===== src/source/modular_pkg.sv =====
//////////////////////////////
// Arithmetic types shared by the sequencer and the datapath units
// Operand width, opcodes and the operand and request bundles
//////////////////////////////

`default_nettype none

package modular_pkg;

  // Operand width in bits
  localparam int DATA_SIZE = 32;

  // Bits needed to index one operand bit
  localparam int COUNT_SIZE = $clog2(DATA_SIZE);

  // Index of the operand MSB, start of the exponent scan
  localparam logic [COUNT_SIZE-1:0] LAST_BIT = COUNT_SIZE'(DATA_SIZE - 1);

  // Multiplier steps per operation, one per bit of operand_a
  localparam logic [COUNT_SIZE:0] STEP_COUNT = (COUNT_SIZE + 1)'(DATA_SIZE);

  // Neutral element of the exponent loop
  localparam logic [DATA_SIZE-1:0] DATA_ONE = DATA_SIZE'(1);

  // Operation codes as written in CONTROL[1:0]
  typedef enum logic [1:0] {
    MOD_ADD = 2'd0,
    MOD_SUB = 2'd1,
    MOD_MUL = 2'd2,
    MOD_EXP = 2'd3
  } mod_opcode_e;

  // Modulus and both operands, 96 bits
  typedef struct packed {
    logic [DATA_SIZE-1:0] modulus;
    logic [DATA_SIZE-1:0] operand_a;
    logic [DATA_SIZE-1:0] operand_b;
  } mod_operands_t;

  // Full launch request, 98 bits
  typedef struct packed {
    mod_opcode_e   opcode;
    mod_operands_t operands;
  } mod_request_t;

endpackage

`default_nettype wire


===== src/source/wishbone_pkg.sv =====
//////////////////////////////
// Bus side types of the accelerator
// Word address map and Wishbone classic request and response
//////////////////////////////

`default_nettype none

package wishbone_pkg;

  // Word address width, eight slots
  localparam int WB_ADDR_SIZE = 3;

  // Register map
  typedef enum logic [WB_ADDR_SIZE-1:0] {
    REG_MODULUS   = 3'd0,
    REG_OPERAND_A = 3'd1,
    REG_OPERAND_B = 3'd2,
    REG_CONTROL   = 3'd3,
    REG_STATUS    = 3'd4,
    REG_RESULT    = 3'd5
  } reg_address_e;

  // Master to slave, 38 bits
  typedef struct packed {
    logic                              cyc;
    logic                              stb;
    logic                              we;
    logic [WB_ADDR_SIZE-1:0]           adr;
    logic [modular_pkg::DATA_SIZE-1:0] dat;
  } wb_request_t;

  // Slave to master, 33 bits
  typedef struct packed {
    logic                              ack;
    logic [modular_pkg::DATA_SIZE-1:0] dat;
  } wb_response_t;

endpackage

`default_nettype wire


===== src/source/modular_register_file.sv =====
//////////////////////////////
// Wishbone classic slave of the accelerator
// Holds modulus, operands, status and result; launches operations
//////////////////////////////

`timescale 1ns/1ns
`default_nettype none

module modular_register_file (
  input  logic                              CLK,
  input  logic                              RST,
  input  wishbone_pkg::wb_request_t         bus_request,
  output wishbone_pkg::wb_response_t        bus_response,
  output logic                              start,
  output modular_pkg::mod_request_t         request,
  input  logic                              busy,
  input  logic                              done,
  input  logic [modular_pkg::DATA_SIZE-1:0] result
);

  logic                              access;
  logic                              launch;
  modular_pkg::mod_opcode_e          opcode_q;
  modular_pkg::mod_operands_t        operands_q;
  logic [modular_pkg::DATA_SIZE-1:0] result_q;
  logic                              done_q;
  logic [modular_pkg::DATA_SIZE-1:0] read_data;

  // New access, one per request since ack blocks the second cycle
  assign access = bus_request.cyc & bus_request.stb & ~bus_response.ack;

  // Start bit set, unit idle and no launch already on its way
  assign launch = access & bus_request.we & bus_request.dat[31] & ~busy & ~start &
                  (bus_request.adr == wishbone_pkg::REG_CONTROL);

  assign request = '{opcode: opcode_q, operands: operands_q};

  //////////////////////////////
  // Read mux
  //////////////////////////////
  always_comb begin
    read_data = '0;
    case (wishbone_pkg::reg_address_e'(bus_request.adr))
      wishbone_pkg::REG_MODULUS:   read_data = operands_q.modulus;
      wishbone_pkg::REG_OPERAND_A: read_data = operands_q.operand_a;
      wishbone_pkg::REG_OPERAND_B: read_data = operands_q.operand_b;
      // Last launched opcode in the low bits
      wishbone_pkg::REG_CONTROL:   read_data[1:0] = opcode_q;
      wishbone_pkg::REG_STATUS:    read_data[1:0] = {done_q, busy};
      wishbone_pkg::REG_RESULT:    read_data = result_q;
      default:                     read_data = '0;
    endcase
  end

  //////////////////////////////
  // Bus handshake and registers
  //////////////////////////////
  always_ff @(posedge CLK or posedge RST) begin
    if (RST) begin
      bus_response <= '0;
      start        <= 1'b0;
      opcode_q     <= modular_pkg::MOD_ADD;
      operands_q   <= '0;
      result_q     <= '0;
      done_q       <= 1'b0;
    end else begin
      // Ack one cycle after the sampled strobe, no wait states
      bus_response.ack <= access;
      bus_response.dat <= (access && !bus_request.we) ? read_data : '0;
      start            <= launch;

      if (access && bus_request.we) begin
        case (wishbone_pkg::reg_address_e'(bus_request.adr))
          wishbone_pkg::REG_MODULUS:   operands_q.modulus   <= bus_request.dat;
          wishbone_pkg::REG_OPERAND_A: operands_q.operand_a <= bus_request.dat;
          wishbone_pkg::REG_OPERAND_B: operands_q.operand_b <= bus_request.dat;
          default: ;
        endcase
      end

      // Opcode kept only for accepted launches
      if (launch) begin
        opcode_q <= modular_pkg::mod_opcode_e'(bus_request.dat[1:0]);
      end

      // Sticky done, cleared by a launch
      if (launch) begin
        done_q <= 1'b0;
      end else if (done) begin
        done_q   <= 1'b1;
        result_q <= result;
      end
    end
  end

endmodule

`default_nettype wire


===== src/source/modular_sequencer.sv =====
//////////////////////////////
// Operation sequencer, one operation in flight
// Dispatches add/sub/mul and runs square-and-multiply for exp
//////////////////////////////

`timescale 1ns/1ns
`default_nettype none

module modular_sequencer (
  input  logic                              CLK,
  input  logic                              RST,
  input  logic                              start,
  input  modular_pkg::mod_request_t         request,
  output logic                              busy,
  output logic                              done,
  output logic [modular_pkg::DATA_SIZE-1:0] result,
  output logic                              add_start,
  output logic                              add_subtract,
  output modular_pkg::mod_operands_t        add_operands,
  input  logic                              add_ready,
  input  logic [modular_pkg::DATA_SIZE-1:0] add_result,
  output logic                              mul_start,
  output modular_pkg::mod_operands_t        mul_operands,
  input  logic                              mul_ready,
  input  logic [modular_pkg::DATA_SIZE-1:0] mul_result
);

  typedef enum logic [2:0] {
    IDLE,
    WAIT_ADD,
    WAIT_MUL,
    EXP_SQUARE,
    EXP_MULTIPLY
  } state_e;

  state_e                              state;
  modular_pkg::mod_request_t           request_q;
  logic [modular_pkg::DATA_SIZE-1:0]   accumulator;
  logic [modular_pkg::COUNT_SIZE-1:0]  bit_index;
  logic                                exponent_bit;

  // Exponent scanned from the MSB
  assign exponent_bit = request_q.operands.operand_b[bit_index];

  // Held through the done cycle so no launch lands before the flag is set
  assign busy   = (state != IDLE) | done;
  assign result = accumulator;

  assign add_subtract = (request_q.opcode == modular_pkg::MOD_SUB);
  assign add_operands = request_q.operands;

  // Multiplier inputs, plain request or exponent loop operands
  always_comb begin
    mul_operands = request_q.operands;
    case (state)
      EXP_SQUARE: begin
        mul_operands.operand_a = accumulator;
        mul_operands.operand_b = accumulator;
      end
      EXP_MULTIPLY: begin
        mul_operands.operand_a = accumulator;
        mul_operands.operand_b = request_q.operands.operand_a;
      end
      default: ;
    endcase
  end

  //////////////////////////////
  // Control FSM
  //////////////////////////////
  always_ff @(posedge CLK or posedge RST) begin
    if (RST) begin
      state       <= IDLE;
      request_q   <= '0;
      accumulator <= '0;
      bit_index   <= '0;
      done        <= 1'b0;
      add_start   <= 1'b0;
      mul_start   <= 1'b0;
    end else begin
      // Strobes last one cycle
      done      <= 1'b0;
      add_start <= 1'b0;
      mul_start <= 1'b0;

      case (state)
        IDLE: begin
          if (start) begin
            request_q <= request;
            case (request.opcode)
              modular_pkg::MOD_ADD, modular_pkg::MOD_SUB: begin
                add_start <= 1'b1;
                state     <= WAIT_ADD;
              end
              modular_pkg::MOD_MUL: begin
                mul_start <= 1'b1;
                state     <= WAIT_MUL;
              end
              default: begin
                // Exp starts from 1 at the exponent MSB
                accumulator <= modular_pkg::DATA_ONE;
                bit_index   <= modular_pkg::LAST_BIT;
                mul_start   <= 1'b1;
                state       <= EXP_SQUARE;
              end
            endcase
          end
        end
        WAIT_ADD: begin
          if (add_ready) begin
            accumulator <= add_result;
            done        <= 1'b1;
            state       <= IDLE;
          end
        end
        WAIT_MUL: begin
          if (mul_ready) begin
            accumulator <= mul_result;
            done        <= 1'b1;
            state       <= IDLE;
          end
        end
        EXP_SQUARE: begin
          if (mul_ready) begin
            accumulator <= mul_result;
            if (exponent_bit) begin
              // Set bit, multiply by the base next
              mul_start <= 1'b1;
              state     <= EXP_MULTIPLY;
            end else if (bit_index == '0) begin
              done  <= 1'b1;
              state <= IDLE;
            end else begin
              bit_index <= bit_index - 1'b1;
              mul_start <= 1'b1;
            end
          end
        end
        EXP_MULTIPLY: begin
          if (mul_ready) begin
            accumulator <= mul_result;
            if (bit_index == '0) begin
              done  <= 1'b1;
              state <= IDLE;
            end else begin
              bit_index <= bit_index - 1'b1;
              mul_start <= 1'b1;
              state     <= EXP_SQUARE;
            end
          end
        end
        default: state <= IDLE;
      endcase
    end
  end

endmodule

`default_nettype wire


===== src/source/scalar_modular_adder.sv =====
//////////////////////////////
// Modular adder and subtractor, one registered stage
//////////////////////////////

`timescale 1ns/1ns
`default_nettype none

module scalar_modular_adder (
  input  logic                              CLK,
  input  logic                              RST,
  input  logic                              start,
  input  logic                              subtract,
  input  modular_pkg::mod_operands_t        operands,
  output logic                              ready,
  output logic [modular_pkg::DATA_SIZE-1:0] result
);

  logic [modular_pkg::DATA_SIZE:0] modulus_wide;
  logic [modular_pkg::DATA_SIZE:0] sum;
  logic [modular_pkg::DATA_SIZE:0] difference;
  logic [modular_pkg::DATA_SIZE:0] corrected;

  assign modulus_wide = {1'b0, operands.modulus};

  // Extra MSB holds the carry or the borrow
  assign sum        = {1'b0, operands.operand_a} + {1'b0, operands.operand_b};
  assign difference = {1'b0, operands.operand_a} - {1'b0, operands.operand_b};

  // One correction by the modulus is enough for reduced operands
  always_comb begin
    if (subtract) begin
      corrected = difference[modular_pkg::DATA_SIZE] ? (difference + modulus_wide) : difference;
    end else begin
      corrected = (sum >= modulus_wide) ? (sum - modulus_wide) : sum;
    end
  end

  always_ff @(posedge CLK or posedge RST) begin
    if (RST) begin
      ready  <= 1'b0;
      result <= '0;
    end else begin
      ready <= start;
      if (start) begin
        result <= corrected[modular_pkg::DATA_SIZE-1:0];
      end
    end
  end

endmodule

`default_nettype wire


===== src/source/scalar_modular_multiplier.sv =====
//////////////////////////////
// Interleaved modular multiplier, MSB first
// Start samples the operands, ready pulses DATA_SIZE+1 cycles later
//////////////////////////////

`timescale 1ns/1ns
`default_nettype none

module scalar_modular_multiplier (
  input  logic                              CLK,
  input  logic                              RST,
  input  logic                              start,
  input  modular_pkg::mod_operands_t        operands,
  output logic                              ready,
  output logic [modular_pkg::DATA_SIZE-1:0] result
);

  typedef enum logic {
    IDLE,
    STEP
  } state_e;

  state_e                              state;
  modular_pkg::mod_operands_t          operands_q;
  logic [modular_pkg::DATA_SIZE:0]     accumulator;
  logic [modular_pkg::COUNT_SIZE:0]    step_count;
  logic [modular_pkg::DATA_SIZE+1:0]   modulus_wide;
  logic [modular_pkg::DATA_SIZE+1:0]   doubled_sum;
  logic [modular_pkg::DATA_SIZE+1:0]   first_reduce;
  logic [modular_pkg::DATA_SIZE+1:0]   second_reduce;

  assign modulus_wide = {2'b00, operands_q.modulus};

  // 2*acc + b stays below 3*modulus
  assign doubled_sum = {accumulator, 1'b0} +
                       (operands_q.operand_a[modular_pkg::DATA_SIZE-1] ?
                        {2'b00, operands_q.operand_b} : '0);

  // Two conditional subtractions bring it back under the modulus
  assign first_reduce  = (doubled_sum >= modulus_wide) ? (doubled_sum - modulus_wide)
                                                       : doubled_sum;
  assign second_reduce = (first_reduce >= modulus_wide) ? (first_reduce - modulus_wide)
                                                        : first_reduce;

  //////////////////////////////
  // Iteration FSM
  //////////////////////////////
  always_ff @(posedge CLK or posedge RST) begin
    if (RST) begin
      state       <= IDLE;
      operands_q  <= '0;
      accumulator <= '0;
      step_count  <= '0;
      ready       <= 1'b0;
      result      <= '0;
    end else begin
      ready <= 1'b0;
      case (state)
        IDLE: begin
          if (start) begin
            operands_q  <= operands;
            accumulator <= '0;
            step_count  <= '0;
            state       <= STEP;
          end
        end
        STEP: begin
          if (step_count == modular_pkg::STEP_COUNT) begin
            // All bits consumed
            result <= accumulator[modular_pkg::DATA_SIZE-1:0];
            ready  <= 1'b1;
            state  <= IDLE;
          end else begin
            accumulator          <= second_reduce[modular_pkg::DATA_SIZE:0];
            // Next bit of a moves into the MSB
            operands_q.operand_a <= {operands_q.operand_a[modular_pkg::DATA_SIZE-2:0], 1'b0};
            step_count           <= step_count + 1'b1;
          end
        end
        default: state <= IDLE;
      endcase
    end
  end

endmodule

`default_nettype wire


===== src/source/modular_arithmetic_unit.sv =====
//////////////////////////////
// Top of the modular arithmetic accelerator
// Wishbone slave, sequencer, adder and multiplier
//////////////////////////////

`timescale 1ns/1ns
`default_nettype none

module modular_arithmetic_unit (
  input  logic                       CLK,
  input  logic                       RST,
  input  wishbone_pkg::wb_request_t  bus_request,
  output wishbone_pkg::wb_response_t bus_response
);

  // Register file to sequencer
  logic                              start;
  modular_pkg::mod_request_t         request;
  logic                              busy;
  logic                              done;
  logic [modular_pkg::DATA_SIZE-1:0] result;

  // Sequencer to adder
  logic                              add_start;
  logic                              add_subtract;
  modular_pkg::mod_operands_t        add_operands;
  logic                              add_ready;
  logic [modular_pkg::DATA_SIZE-1:0] add_result;

  // Sequencer to multiplier
  logic                              mul_start;
  modular_pkg::mod_operands_t        mul_operands;
  logic                              mul_ready;
  logic [modular_pkg::DATA_SIZE-1:0] mul_result;

  modular_register_file modular_register_file_i (
    .CLK(CLK), .RST(RST),
    .bus_request(bus_request), .bus_response(bus_response),
    .start(start), .request(request),
    .busy(busy), .done(done), .result(result)
  );

  modular_sequencer modular_sequencer_i (
    .CLK(CLK), .RST(RST),
    .start(start), .request(request),
    .busy(busy), .done(done), .result(result),
    .add_start(add_start), .add_subtract(add_subtract), .add_operands(add_operands),
    .add_ready(add_ready), .add_result(add_result),
    .mul_start(mul_start), .mul_operands(mul_operands),
    .mul_ready(mul_ready), .mul_result(mul_result)
  );

  scalar_modular_adder scalar_modular_adder_i (
    .CLK(CLK), .RST(RST),
    .start(add_start), .subtract(add_subtract), .operands(add_operands),
    .ready(add_ready), .result(add_result)
  );

  scalar_modular_multiplier scalar_modular_multiplier_i (
    .CLK(CLK), .RST(RST),
    .start(mul_start), .operands(mul_operands),
    .ready(mul_ready), .result(mul_result)
  );

endmodule

`default_nettype wire


===== config.mk =====
export PLATFORM = sky130hd
export DESIGN_NAME = modular_arithmetic_unit
export DESIGN_NICKNAME = d
export VERILOG_FILES = /design/src/source/modular_pkg.sv /design/src/source/wishbone_pkg.sv /design/src/source/modular_register_file.sv /design/src/source/modular_sequencer.sv /design/src/source/scalar_modular_adder.sv /design/src/source/scalar_modular_multiplier.sv /design/src/source/modular_arithmetic_unit.sv
export SDC_FILE = /design/constraint.sdc
export NUM_CORES = 2
export LEC_CHECK = 0
export BUFFER_PORTS_ARGS = -buffer_cell sky130_fd_sc_hd__buf_2
export CAP_MARGIN = 20
export CORE_ASPECT_RATIO = 1.4
export CORE_MARGIN = 3
export CORE_UTILIZATION = 58
export DETAILED_ROUTE_END_ITERATION = 8
export GPL_ROUTABILITY_DRIVEN = 1
export HOLD_SLACK_MARGIN = 0.06
export PLACE_DENSITY = 0.87
export SYNTH_ARGS = -nofsm -noshare
export SYNTH_HDL_FRONTEND = slang
export SYNTH_SLANG_ARGS = --single-unit

===== constraint.sdc =====
create_clock -name CLK -period 14.8 [get_ports CLK]
set_clock_uncertainty 0.05 [all_clocks]
set_input_delay 1.48 -clock CLK [delete_from_list [all_inputs] [get_ports CLK]]
set_output_delay 1.48 -clock CLK [all_outputs]
set_load 0.03 [all_outputs]

==> summary.md <==
| Metric | Value |
|---|---|
| Status | `finished clean` |
| DRT Pass-1 Iters | `6` |
| Wirelength per Cell | `approximately 22 um` |
| Final setup viols | `0` |
| Worst endpoint required time | `~15 ns` |
| Mapped Area | `between 30000 and 40000 um2` |
| Dpl ws | `4.99 ns` |
| Area Growth Syn to Fin | `7.36%` |
| Pwr per Cell Area | `~220 nW/um2` |
| Sum of negative setup slack | `0 ns` |
| CTS H-tree depth | `2` |
| WL final | `between 100000 and 150000 um` |
| FP Rows | `about 100` |
| Post_cts resized | `0` |
| Final Instance Area | `roughly 37000 um2` |
| Initial Utilization | `roughly 59%` |
| Synthesized instance count | `slightly below 4000` |
| Fin. max-slew vios | `0` |
| Post-synthesis sequential area ratio | `between 30% and 40%` |
| Ratio of final minimum period to clock period | `about two thirds` |
| Antenna viol nets, final | `0` |
| Fillers | `between 4000 and 5000` |
| Clk sinks | `~510` |
| Leak pwr | `16.8 nW` |
| DRT iter0 DRCs | `approximately 3200` |
| CP dominant cell by count | `o211ai_1` |
| Synth area leaders | `dfrtp_1 (37%), ha_1 (8.3%), nand2_1 (6.2%), a21oi_1 (5.6%), mux2_2 (5.5%)` |
| Startpoint Class | `flop` |
| DRC Markers | `0` |
| Post-synthesis async set-or-reset flop share | `100%` |
| Clk root buf | `clkbuf_16` |
| Final worst slack | `~4.8 ns` |
| DPL Wire Length | `roughly 77000 um` |
| Synth top area share | `a little under two fifths` |
| Largest net degree at the start of global routing | `115` |
| Worst setup path class | `reg -> reg` |
| Overflow after GRT | `0` |
| DR vias/cell | `6.61` |
| Global-route wire length before repair | `164000 um` |
| Clock slew at reported path FFs | `roughly 0.070 ns` |
| R2R depth | `33` |
| Post-synth top area cell | `dfrtp_1` |
| Min Hold Slack | `0.437 ns` |
| Worst Tran Pin Value | `1.14 ns` |
| Main synth FF type | `dfrtp_1` |
| Setup Fix Bufs, Post-CTS | `0` |
| Total GRT Usage | `about a third` |
| Net count after synthesis | `~4200` |
| Detailed-route via count | `30804` |
| Max incr delay on CP | `roughly 0.7 ns` |
| Ports | `73` |
| Tmin final | `between 9 and 10 ns` |
| Pwr Total | `around 8.2 mW` |
| Synth Warn # | `0` |
| CP startpoint | `scalar_modular_multiplier_i.operands_q[63]` |
| Worst min path class | `reg -> reg` |
| CTS tree | `yes` |
| Flop2flop setup slack | `between 4 and 5 ns` |
| Max-Cap Viols | `0` |
| Post-DP Area | `~35000 um2` |
| Core box area | `about 58000 um2` |
| Synth Register Bits | `between 500 and 600` |
| Die Ht | `between 200 and 300 um` |
| Arrival @ worst endpoint | `10.31 ns` |
| Peak supply drop | `about 260 uV` |
| Relative slew slack | `23.1%` |
| Share of layout cells above drive strength 1 | `around 10%` |
| RSZ-0062 raised after global routing | `no` |
| DIE WIDTH | `between 200 and 250 um` |
| CTS Hold Bufs | `0` |
| Clk_lat worst skew | `0.59 ns` |
| Final Wtd Congestion | `between 0.9 and 1` |
| Final Hold Vio Count | `0` |
| Most frequent cells in the layout | `nand2_1 (565), dfrtp_1 (508), a21oi_1 (380)` |
| Worst R2R End | `scalar_modular_multiplier_i.accumulator[15]` |
| Slowest CP cell | `nor2_2` |
| Vias in the first global route | `roughly 30000` |
| Max Root-Sink Buffers | `3` |
| TritonCTS Buffers | `between 40 and 50` |
| Port bufs | `a little over 70` |
| DIE AREA | `roughly 62000 um2` |
| Critical Path Fanout Max | `27` |
| Layout Nets | `4153` |
| Max Freq | `around 100 MHz` |
| Synth unique cells | `83` |
| Syn Area/Cell | `roughly 8.7 um2` |
| Crit. End Element | `flop` |
| Worst r2r src | `scalar_modular_multiplier_i.operands_q[63]` |
| Initial antenna violation count | `3` |
| Critical Path Sink | `scalar_modular_multiplier_i.accumulator[15]` |
| EDFF count, synth | `0` |
| Commonest non-fill, non-tap cell in the layout | `nand2_1` |
## report_power, final
group          switching, mW  leakage, nW  internal, mW
Clock                  0.557        0.742         0.688
Combinational           3.20         9.24          2.02
Sequential             0.177         6.85          1.56
## cell usage after synthesis, drive strengths merged, types with 33 or more instances
master,number
xnor2,135
clkbuf,179
o211ai,41
a31oi,64
and2,47
nand2,567
a21oi,381
nand3,67
a21o,94
nor2,252
nor2b,38
o21ai,231
a22oi,126
ha,225
inv,200
xor2,53
nand4,40
mux2,166
nor3,60
o21bai,37
a211oi,33
dfrtp,508
## worst min-delay path by stage
stage,start,to,depth (start not counted)
5_1_grt,scalar_modular_multiplier_i.result[20],scalar_modular_multiplier_i.result[20],2
3_3_place_gp,scalar_modular_multiplier_i.result[20],scalar_modular_multiplier_i.result[20],2
3_5_place_dp,scalar_modular_multiplier_i.result[4],scalar_modular_multiplier_i.result[4],2
4_1_cts,scalar_modular_multiplier_i.result[20],scalar_modular_multiplier_i.result[20],2
6_report,scalar_modular_multiplier_i.result[26],scalar_modular_multiplier_i.result[26],2
2_1_floorplan,modular_sequencer_i.add_start,scalar_modular_adder_i.ready,0
## metal layers
layer,wire [um],vias up,GRT usage (%),part of all wire (%)
li1,-,13901,-,-
met1,39100,14717,40.8,37
met2,50000,1767,56.3,48
met3,8880,417,4.40,8.5
met4,6530,2,18.5,6.2
met5,8,-,0,0.0077
## logic make-up (layout without fill, tap and decap cells)
family,after synthesis,count (layout),share of synthesized area [%]
xor+xnor,188,188,4.84
compound gates,1205,1205,22.4
mux,190,190,6.58
simple gates,1188,1188,15.5
other cells,0,2,0
fa+ha+maj,232,232,8.69
flops,508,508,37.4
buf+inv,406,405,4.54
## layout make-up
type	count	area (um2)	area share (%)
tap	742	928	2.54
timing repair buffer	121	768	2.10
inverter	201	758	2.08
multi-input combinational	3003	19800	54.3
antenna	2	5.00	0.0137
clock buffer	66	1270	3.47
sequential	508	12700	34.8
clock inverter	17	244	0.668
## per-stage QoR
stage,utilization [%],instances
detailed placement,60.5,4573
global placement,60.5,4573
global route,63.2,4659
finish,63.2,4660
CTS,63.1,4656
floorplan,-,3917
## worst max-delay path: cells and delay by family (launching register included)
| family | cells | cell delay [ns] |
|---|---|---|
| compound gates | 18 | 4.77 |
| simple gates | 7 | 1.94 |
| fa+ha+maj | 4 | 1.29 |
| buf+inv | 3 | 0.85 |
| flops | 1 | 0.44 |
| mux | 1 | 0.40 |
## flip-flops by register name, summed over array words and instances (netlist names), 2 cells and up
| register | cells |
|---|---|
| modular_register_file_i.result_q | 32 |
| modular_register_file_i.opcode_q | 2 |
| scalar_modular_multiplier_i.modulus_wide | 32 |
| scalar_modular_multiplier_i.accumulator | 33 |
| modular_register_file_i.request | 96 |
| modular_sequencer_i.bit_index | 5 |
| modular_sequencer_i.state | 3 |
| scalar_modular_multiplier_i.step_count | 6 |
| scalar_modular_multiplier_i.operands_q | 64 |
| modular_sequencer_i.result | 32 |
| modular_sequencer_i.add_operands | 96 |
| scalar_modular_multiplier_i.result | 32 |
| modular_register_file_i.bus_response | 33 |
| modular_sequencer_i.request_q | 2 |
| scalar_modular_adder_i.result | 32 |
Note: power is estimated with default switching activity, not from simulation.
